File: config.mk
export PLATFORM = sky130hd
export DESIGN_NAME = bc1_decoder_top
export DESIGN_NICKNAME = d
export VERILOG_FILES = /design/src/source/bc1_pkg.sv /design/src/source/bc1_block_intake.sv /design/src/source/bc1_decoder_top.sv /design/src/source/bc1_palette_gen.sv /design/src/source/bc1_texel_stream.sv
export SDC_FILE = /design/constraint.sdc
export NUM_CORES = 1
export LEC_CHECK = 0
export ABC_AREA = 1
export BUFFER_PORTS_ARGS = -buffer_cell sky130_fd_sc_hd__buf_2
export CORE_ASPECT_RATIO = 0.5
export CORE_MARGIN = 2
export CORE_UTILIZATION = 36
export CTS_CLUSTER_SIZE = 12
export DETAILED_ROUTE_END_ITERATION = 6
export HOLD_SLACK_MARGIN = 0.12
export PLACE_DENSITY = 0.54
export SLEW_MARGIN = 20
export SYNTH_ARGS = -nofsm -noshare
export SYNTH_HDL_FRONTEND = slang
export SYNTH_SLANG_ARGS = --single-unit
File: constraint.sdc
create_clock -name clk -period 13.6 [get_ports clk]
set_input_delay 2.72 -clock clk [delete_from_list [all_inputs] [get_ports clk]]
set_output_delay 2.72 -clock clk [all_outputs]
set_load 0.1 [all_outputs]
File: src/source/bc1_pkg.sv
`default_nettype none

package bc1_pkg;

  // compressed block and expanded texel widths
  localparam int BLOCK_W = 64;
  localparam int TEXEL_W = 24;

  // texels per 4x4 block and width of a texel number
  localparam int TEXELS = 16;
  localparam int IDX_W  = 4;

  // block layout: color0 63:48, color1 47:32, indices 31:0
  localparam int C0_LSB  = 48;
  localparam int C1_LSB  = 32;
  localparam int IDXS_W  = 32;

  // rgb565 fields of one endpoint word
  typedef struct packed {
    logic [4:0] r;
    logic [5:0] g;
    logic [4:0] b;
  } bc1_rgb565_t;

  // endpoint word seen two ways
  // raw for the mode compare, fields for expansion
  typedef union packed {
    logic [15:0] raw;
    bc1_rgb565_t f;
  } bc1_color_u;

endpackage

`default_nettype wire

File: src/source/bc1_block_intake.sv
`timescale 1ns/1ns
`default_nettype none

module bc1_block_intake
  import bc1_pkg::*;
(
  input  logic               clk,
  input  logic               rstn,
  input  logic               in_req,
  output logic               in_ack,
  input  logic [BLOCK_W-1:0] in_block,
  output logic               blk_valid,
  input  logic               blk_ready,
  output logic [BLOCK_W-1:0] blk_data
);

  logic               full;
  logic [BLOCK_W-1:0] block_q;
  logic               capture;

  // new request, room in the buffer, last handshake closed
  assign capture = in_req && !full && !in_ack;

  // four-phase ack and buffer occupancy
  always_ff @(posedge clk) begin
    if (!rstn) begin
      in_ack <= 1'b0;
      full   <= 1'b0;
    end else begin
      if (capture) begin
        in_ack <= 1'b1;
        full   <= 1'b1;
      end else begin
        // return to zero once the sender drops req
        if (in_ack && !in_req) begin
          in_ack <= 1'b0;
        end
        if (full && blk_ready) begin
          full <= 1'b0;
        end
      end
    end
  end

  // block payload
  always_ff @(posedge clk) begin
    if (capture) begin
      block_q <= in_block;
    end
  end

  assign blk_valid = full;
  assign blk_data  = block_q;

endmodule

`default_nettype wire

File: src/source/bc1_decoder_top.sv
`timescale 1ns/1ns
`default_nettype none

module bc1_decoder_top
  import bc1_pkg::*;
(
  input  logic               clk,
  input  logic               rstn,
  input  logic               in_req,
  output logic               in_ack,
  input  logic [BLOCK_W-1:0] in_block,
  output logic               out_req,
  input  logic               out_ack,
  output logic [TEXEL_W-1:0] out_texel,
  output logic [IDX_W-1:0]   out_index,
  output logic               out_last
);

  // intake to palette stage
  logic                 blk_valid;
  logic                 blk_ready;
  logic [BLOCK_W-1:0]   blk_data;

  // palette stage to texel stream
  logic                 pal_valid;
  logic                 pal_ready;
  logic [4*TEXEL_W-1:0] pal_colors;
  logic [IDXS_W-1:0]    pal_indices;

  bc1_block_intake u_intake (
    .clk       (clk),
    .rstn      (rstn),
    .in_req    (in_req),
    .in_ack    (in_ack),
    .in_block  (in_block),
    .blk_valid (blk_valid),
    .blk_ready (blk_ready),
    .blk_data  (blk_data)
  );

  bc1_palette_gen u_palette (
    .clk         (clk),
    .rstn        (rstn),
    .blk_valid   (blk_valid),
    .blk_ready   (blk_ready),
    .blk_data    (blk_data),
    .pal_valid   (pal_valid),
    .pal_ready   (pal_ready),
    .pal_colors  (pal_colors),
    .pal_indices (pal_indices)
  );

  bc1_texel_stream u_stream (
    .clk         (clk),
    .rstn        (rstn),
    .pal_valid   (pal_valid),
    .pal_ready   (pal_ready),
    .pal_colors  (pal_colors),
    .pal_indices (pal_indices),
    .out_req     (out_req),
    .out_ack     (out_ack),
    .out_texel   (out_texel),
    .out_index   (out_index),
    .out_last    (out_last)
  );

endmodule

`default_nettype wire

File: src/source/bc1_palette_gen.sv
`timescale 1ns/1ns
`default_nettype none

module bc1_palette_gen
  import bc1_pkg::*;
(
  input  logic                 clk,
  input  logic                 rstn,
  input  logic                 blk_valid,
  output logic                 blk_ready,
  input  logic [BLOCK_W-1:0]   blk_data,
  output logic                 pal_valid,
  input  logic                 pal_ready,
  output logic [4*TEXEL_W-1:0] pal_colors,
  output logic [IDXS_W-1:0]    pal_indices
);

  bc1_color_u         c0;
  bc1_color_u         c1;
  logic [TEXEL_W-1:0] e0;
  logic [TEXEL_W-1:0] e1;
  logic [TEXEL_W-1:0] e2;
  logic [TEXEL_W-1:0] e3;
  logic               four_color;
  logic               take;

  // 565 to 888 by repeating the top bits into the low bits
  function automatic logic [TEXEL_W-1:0] expand565(input bc1_color_u c);
    return {c.f.r, c.f.r[4:2], c.f.g, c.f.g[5:4], c.f.b, c.f.b[4:2]};
  endfunction

  // (2a + b) / 3 per channel, truncating
  function automatic logic [TEXEL_W-1:0] third_mix(input logic [TEXEL_W-1:0] a,
                                                   input logic [TEXEL_W-1:0] b);
    logic [9:0]         sum;
    logic [TEXEL_W-1:0] res;
    for (int ch = 0; ch < 3; ch++) begin
      // 10 bits holds 3 * 255
      sum = {1'b0, a[8*ch +: 8], 1'b0} + {2'b00, b[8*ch +: 8]};
      res[8*ch +: 8] = 8'(sum / 10'd3);
    end
    return res;
  endfunction

  // (a + b) >> 1 per channel
  function automatic logic [TEXEL_W-1:0] half_mix(input logic [TEXEL_W-1:0] a,
                                                  input logic [TEXEL_W-1:0] b);
    logic [8:0]         sum;
    logic [TEXEL_W-1:0] res;
    for (int ch = 0; ch < 3; ch++) begin
      sum = {1'b0, a[8*ch +: 8]} + {1'b0, b[8*ch +: 8]};
      res[8*ch +: 8] = sum[8:1];
    end
    return res;
  endfunction

  assign c0 = blk_data[C0_LSB +: 16];
  assign c1 = blk_data[C1_LSB +: 16];

  // mode is an unsigned compare of the raw words
  assign four_color = c0.raw > c1.raw;

  assign e0 = expand565(c0);
  assign e1 = expand565(c1);
  assign e2 = four_color ? third_mix(e0, e1) : half_mix(e0, e1);
  // three-colour index 3 is plain black as there is no alpha
  assign e3 = four_color ? third_mix(e1, e0) : '0;

  // free slot, or the current palette leaves this cycle
  assign blk_ready = !pal_valid || pal_ready;
  assign take      = blk_valid && blk_ready;

  always_ff @(posedge clk) begin
    if (!rstn) begin
      pal_valid <= 1'b0;
    end else if (take) begin
      pal_valid <= 1'b1;
    end else if (pal_ready) begin
      pal_valid <= 1'b0;
    end
  end

  // entry 0 in the low bits
  always_ff @(posedge clk) begin
    if (take) begin
      pal_colors  <= {e3, e2, e1, e0};
      pal_indices <= blk_data[IDXS_W-1:0];
    end
  end

endmodule

`default_nettype wire

File: src/source/bc1_texel_stream.sv
`timescale 1ns/1ns
`default_nettype none

module bc1_texel_stream
  import bc1_pkg::*;
(
  input  logic                 clk,
  input  logic                 rstn,
  input  logic                 pal_valid,
  output logic                 pal_ready,
  input  logic [4*TEXEL_W-1:0] pal_colors,
  input  logic [IDXS_W-1:0]    pal_indices,
  output logic                 out_req,
  input  logic                 out_ack,
  output logic [TEXEL_W-1:0]   out_texel,
  output logic [IDX_W-1:0]     out_index,
  output logic                 out_last
);

  logic                 busy;
  logic [IDX_W-1:0]     cnt;
  logic [4*TEXEL_W-1:0] colors_q;
  logic [IDXS_W-1:0]    indices_q;
  logic [1:0]           sel;

  // one block held at a time
  assign pal_ready = !busy;

  // out_req doubles as the req phase bit
  always_ff @(posedge clk) begin
    if (!rstn) begin
      busy    <= 1'b0;
      cnt     <= '0;
      out_req <= 1'b0;
    end else if (!busy) begin
      if (pal_valid) begin
        busy <= 1'b1;
        cnt  <= '0;
      end
    end else if (!out_req) begin
      // previous ack must be back at zero
      if (!out_ack) begin
        out_req <= 1'b1;
      end
    end else if (out_ack) begin
      out_req <= 1'b0;
      if (out_last) begin
        busy <= 1'b0;
      end else begin
        cnt <= cnt + 1'b1;
      end
    end
  end

  always_ff @(posedge clk) begin
    if (!busy && pal_valid) begin
      colors_q  <= pal_colors;
      indices_q <= pal_indices;
    end
  end

  // 2-bit code of texel i sits at bits 2i+1:2i
  assign sel       = indices_q[2*cnt +: 2];
  assign out_texel = colors_q[TEXEL_W*sel +: TEXEL_W];
  assign out_index = cnt;
  assign out_last  = cnt == IDX_W'(TEXELS - 1);

endmodule

`default_nettype wire

---- Word level (Yosys, flattened, before mapping) ----
Cells that the tools add are included.
storage, ports and cells
  memories ................................ 0
  RAM bits ................................ 0
  register bits after elaboration ......... 329
  logic and storage cells ................. 70
  output and inout bits ................... 31
  memory bits (read-only) ................. 0
  latch bits .............................. 0
  input bits .............................. 68
cells by class
  mux-type cells .......................... 18
  reductions and logical operators ........ 15
  $mul .................................... 1
  bitwise operators ....................... 0
  eq/ne operators ......................... 5
  shifts and indexed selects .............. 2
  $lt $le $gt $ge ......................... 1
  add/subtract/negate cells ............... 10
  div/mod/pow operators ................... 6
operator list
  kind                   number
  $shiftx 96x8->24       1
  $add 9x8->10           6
  $div 10x2->10 const B  6
  $shiftx 32x6->2        1
  $add 8x8->9            3
  $mux 24                1
  $mux 4                 5
  $gt 16x16->1           1
  $mux 1                 12
  $ne 2x2->1 const B     3
  $reduce_bool 2->1      3
  $logic_and 1x1->1      5
  $logic_not 1->1        5
  $add 4x1->4 const B    1
  $eq 4x4->1 const B     1
  $mul 2x2->4 const A    1
  $reduce_and 4->1       1
  $ne 2x1->1 const B     1
  $logic_or 1x1->1       1

---- Longest topological paths before layout ----
  word-level depth ........................ 5
  depth in mapped cells ................... 36
  mapped depth without buffers ............ 36

---- By module ----
From an unflattened synthesis, not the netlist that was laid out.
unflattened totals
  cell total of the unflattened synthesis .. 1689
  area total of the unflattened synthesis .. 16786.1 um2
by module, submodules not included
  module            instances  seq. area each (um2)  cells each  area an instance (um2)
  bc1_palette_gen   1          3383.2                1098        9036.2
  bc1_texel_stream  1          3963.8                515         5744.3
  bc1_block_intake  1          1961.9                76          2005.7

---- Worst setup path after synthesis ----
OpenSTA, ideal clock, no wires.
  path kind ............................... reg-to-output
  start point ............................. reg u_stream.cnt[0], in the netlist u_stream.out_index[0]
  end point ............................... out out_texel[0]
  required time ........................... 10.880 ns
  setup slack ............................. 6.089 ns
  arrival time ............................ 4.791 ns
  cell stages (with the launch flop) ...... 12
  buffers on the path ..................... 3
  cell sequence ........................... dfxtp_1 > clkbuf_1 > inv_1 > clkbuf_1 > nor2_1 > o221ai_1 > o211ai_1 > nand2_1 > inv_1 > clkbuf_1 > nor2_1 > o31ai_1
between the ends
  longest elaborated chain between the ends .. 3
RTL lines
  what                    RTL line                source
  start, declared         bc1_texel_stream.sv:21  logic [IDX_W-1:0] cnt;
  start signal, assigned  bc1_texel_stream.sv:50  cnt <= cnt + 1'b1;
  $shiftx 32x6->2         bc1_texel_stream.sv:63  assign sel = indices_q[2*cnt +: 2];
  $mul 2x2->4             bc1_texel_stream.sv:64  assign out_texel = colors_q[TEXEL_W*sel +: TEXEL_W];
  $shiftx 96x8->24        bc1_texel_stream.sv:64
  end, declared           bc1_decoder_top.sv:14   output logic [TEXEL_W-1:0] out_texel,
No other way between the ends.

---- Worst setup path after layout ----
  start point ............................. reg u_stream.cnt[0], in the netlist u_stream.out_index[0]
  end point ............................... out out_texel[5]
The elaborated chain is that of the path after synthesis.

==> key figures <==
Status
  • Outcome: finished clean

STA
  • Minimum clock period: 6.71 ns
  • Final hold vios: 0
  • Worst-Margin Slew: 0.981 ns
  • Maximum clock rate: 149 MHz
  • TNS Setup: 0 ns
  • Relative max-transition margin: 0.346
  • Fin. max-slew vios: 0
  • Final Setup Violations: 0
  • Layout Skew: 0.0145 ns
  • RSZ-0062 raised after global routing: no
  • Final Cycle Share: 0.494

Worst setup path
  • Worst endpoint data arrival time: 3.99 ns
  • Buf+Inv Stages, Crit Path: 5
  • Worst reg2reg endpoint: u_palette.pal_colors[56]$_DFFE_PP_
  • Worst path cell trace: inv_1 -> o21ai_0 -> o22ai_1 -> o211ai_1 -> nand2_1 -> buf_4 -> inv_1 -> buf_4 -> o21a_1 -> o21ai_0 -> o31ai_1 -> buf_2
  • Worst path required time: 10.88 ns
  • Slowest stage delay, CP: 0.75 ns
  • R2r setup slk: 8.92 ns
  • Setup CP Type: flop to primary output
  • Critical path endpoint category: primary output
  • Slowest CP cell: dfxtp_1
  • Worst setup startpoint: u_stream.out_index[0]$_SDFFE_PN0P_
  • Startpoint Class: flop
  • Delay-heaviest family, CP: buffers and inverters
  • R2R depth: 30
  • Reg2reg start: u_intake.blk_data[57]$_DFFE_PP_
  • Crit path max fanout: 41

Floorplanning
  • Die ar.: 45000 um2
  • Core outline area: 42300 um2
  • Starting Density: 0.368
  • Site row count: 53
  • Die X: 298 um
  • DIE HEIGHT: 151 um
  • Top-Level Pins: 99

Yosys
  • Mapped Area: 15600 um2
  • Adder-cell share of the synthesized area: 0.0677
  • Post-synthesis xor/xnor area fraction: 0.0242
  • Yosys reg bits: 297
  • Mux contribution to synthesized area: 0
  • Netlist cell types: 47
  • Mean post-synth cell area: 10.0 um2
  • Post-Synthesis Cells: 1557
  • Largest family of logic cells by synthesized area: simple AND/OR/NAND/NOR gates
  • Top FF cell, synth: edfxtp_1
  • Synth warn: 0
  • Post-synth EDFFs: 288
  • Simple-gate share of the synthesized area: 0.181
  • Post-synthesis sequential area ratio: 0.567
  • Post-synth ARST share: 0
  • Synth Net Count: 1705
  • Post-synthesis compound-gate area fraction: 0.102

Final layout
  • Filler Cells Inserted: 4191
  • Share of cells above drive strength 1: 0.143
  • Commonest non-fill, non-tap cell in the layout: nand2_1
  • Non-filler instance count after layout: 2264
  • Commonest non-fill, non-tap cells in the layout: 374 x nand2_1, 288 x edfxtp_1, 182 x inv_1, 105 x nor2_1, 98 x buf_2
  • Ant diodes: 0
  • Area Overhead vs Synth: 13.2%
  • Final net count: 1817

Pwr
  • LEAKAGE: 7.45 nW
  • Peak supply drop: 0.0825 mV
  • Pwr dens: 150 nW/um2
  • Power Total: 2.64 mW

Clock tree
  • TritonCTS buffer count: 30
  • Root Driver: clkbuf_16
  • Worst skew pair latency: 0.56 ns
  • Worst-path clk slew: 0.07 ns
  • H-tree Lvls: 1
  • Hold_buf cts: 0
  • CTS sink count: 297
  • TritonCTS clock tree: yes
  • # resized after CTS: 0
  • Post-CTS setup buffer count: 0
  • Max clock buf depth: 3

Detailed routing
  • Routed Antenna Nets: 0
  • Initial DRT Pass Iterations: 5
  • DR vias: 10888
  • Vias/cell: 4.81
  • DR iter-0 viols: 620
  • DRC Markers: 0
  • WL final: 35.9 mm
  • Drt wl/cell: 15.8 um

Worst hold path
  • HP Start: u_intake.blk_data[26]$_DFFE_PP_
  • Hold Path Depth: 0
  • Worst hold path type: flop to flop
  • Hold EP: u_palette.pal_indices[26]$_DFFE_PP_

Global routing
  • First-pass GRT wire length: 55.8 mm
  • Number of global-route vias before repair: 10254
  • Congestion Overflow GR: 0
  • Overall global routing resource usage: 0.159
  • Largest net degree at the start of global routing: 66
  • Initial antenna violation count: 0

Placed design
  • Port-buffer cells: 98
  • Placed instance count: 2214
  • Hpwl dp: 25.4 mm
  • Gpl congestion: 0.832

Job
  • Number of max-cap violations: 0
-- routing by layer --
| layer | up-vias | wire, um | track usage |
|---|---|---|---|
| met3 | 48 | 1370 | 0.0270 |
| met1 | 5083 | 17400 | 0.222 |
| li1 | 5566 | - | - |
| met2 | 191 | 16300 | 0.258 |
| met4 | 0 | 752 | 0.0382 |
| met5 | - | 0 | 0 |
-- area by class of cell --
class	instances	area, um2	area share
inverter	198	743	0.0422
clock buffer	43	821	0.0466
multi-input combinational	1034	5880	0.333
clock inverter	7	63.8	0.00362
timing repair buffer	108	566	0.0321
tap	577	722	0.0410
sequential	297	8830	0.501
-- where the power goes --
group / internal, mW / switching [mW] / total, mW
sequential: 1.07 / 0.0290 / 1.10
clock: 0.434 / 0.335 / 0.769
combinational: 0.250 / 0.519 / 0.769
-- worst max-delay path by stage --
stage / cells past startpoint / endpoint
finish: 12 / out_texel[5]
global route: 12 / out_texel[2]
CTS: 12 / out_texel[5]
detailed placement: 12 / out_texel[2]
global placement: 12 / out_texel[21]
floorplan: 11 / out_texel[0]
-- sequential cells by signal (all words and copies together) (netlist names) --
signal	cells
u_stream.indices_q	32
u_intake.blk_data	64
u_palette.pal_indices	32
u_stream.busy	1
u_palette.pal_colors	80
u_palette.pal_valid	1
u_intake.blk_valid	1
u_stream.colors_q	80
u_stream.out_index	4
u_stream.out_req	1
u_intake.in_ack	1
-- cells by family (layout without fill, tap and decap cells) --
logic type	after synthesis	after routing
buffers and inverters	226	356
XOR/XNOR	43	43
adder cells (fa/ha/maj)	80	80
AND/OR/NAND/NOR	653	653
flip-flops	297	297
AO/OA/AOI/OAI	258	258
-- cell usage after synthesis (all sizes together) (2+ instances only) --
| library cell | instances | area, um2 |
|---|---|---|
| clkbuf | 19 | 81.3 |
| o21a | 11 | 82.6 |
| nand3b | 2 | 15.0 |
| a31oi | 7 | 43.8 |
| o221ai | 4 | 35.0 |
| xor2 | 36 | 315 |
| o21ai | 87 | 495 |
| edfxtp | 288 | 8650 |
| nand2 | 405 | 1600 |
| a221oi | 3 | 26.3 |
| o31ai | 23 | 173 |
| o211ai | 3 | 22.5 |
| nand3 | 100 | 561 |
| ha | 73 | 913 |
| buf | 9 | 75.1 |
| or2 | 2 | 12.5 |
| nor2 | 119 | 487 |
| nor3 | 11 | 55.1 |
| fa | 7 | 140 |
| inv | 197 | 739 |
| dfxtp | 9 | 180 |
| xnor2 | 7 | 61.3 |
| a21oi | 93 | 488 |
| a32oi | 8 | 70.1 |
| a22oi | 3 | 22.5 |
| a211oi | 2 | 15.0 |
| nand4 | 13 | 81.3 |
| o21bai | 10 | 82.6 |
-- through the flow --
stage	area (um2)	hold WS (ns)	utilization	setup WS (ns)
after global placement	16700	0.400	0.396	7.60
final	17600	0.410	0.416	6.89
after global routing	17600	0.416	0.416	6.50
after CTS	17600	0.410	0.416	6.90
after detailed placement	16700	0.405	0.396	7.52
after floorplan	15600	0.400	-	6.09
No activity file was read; power rests on OpenSTA's default activity.
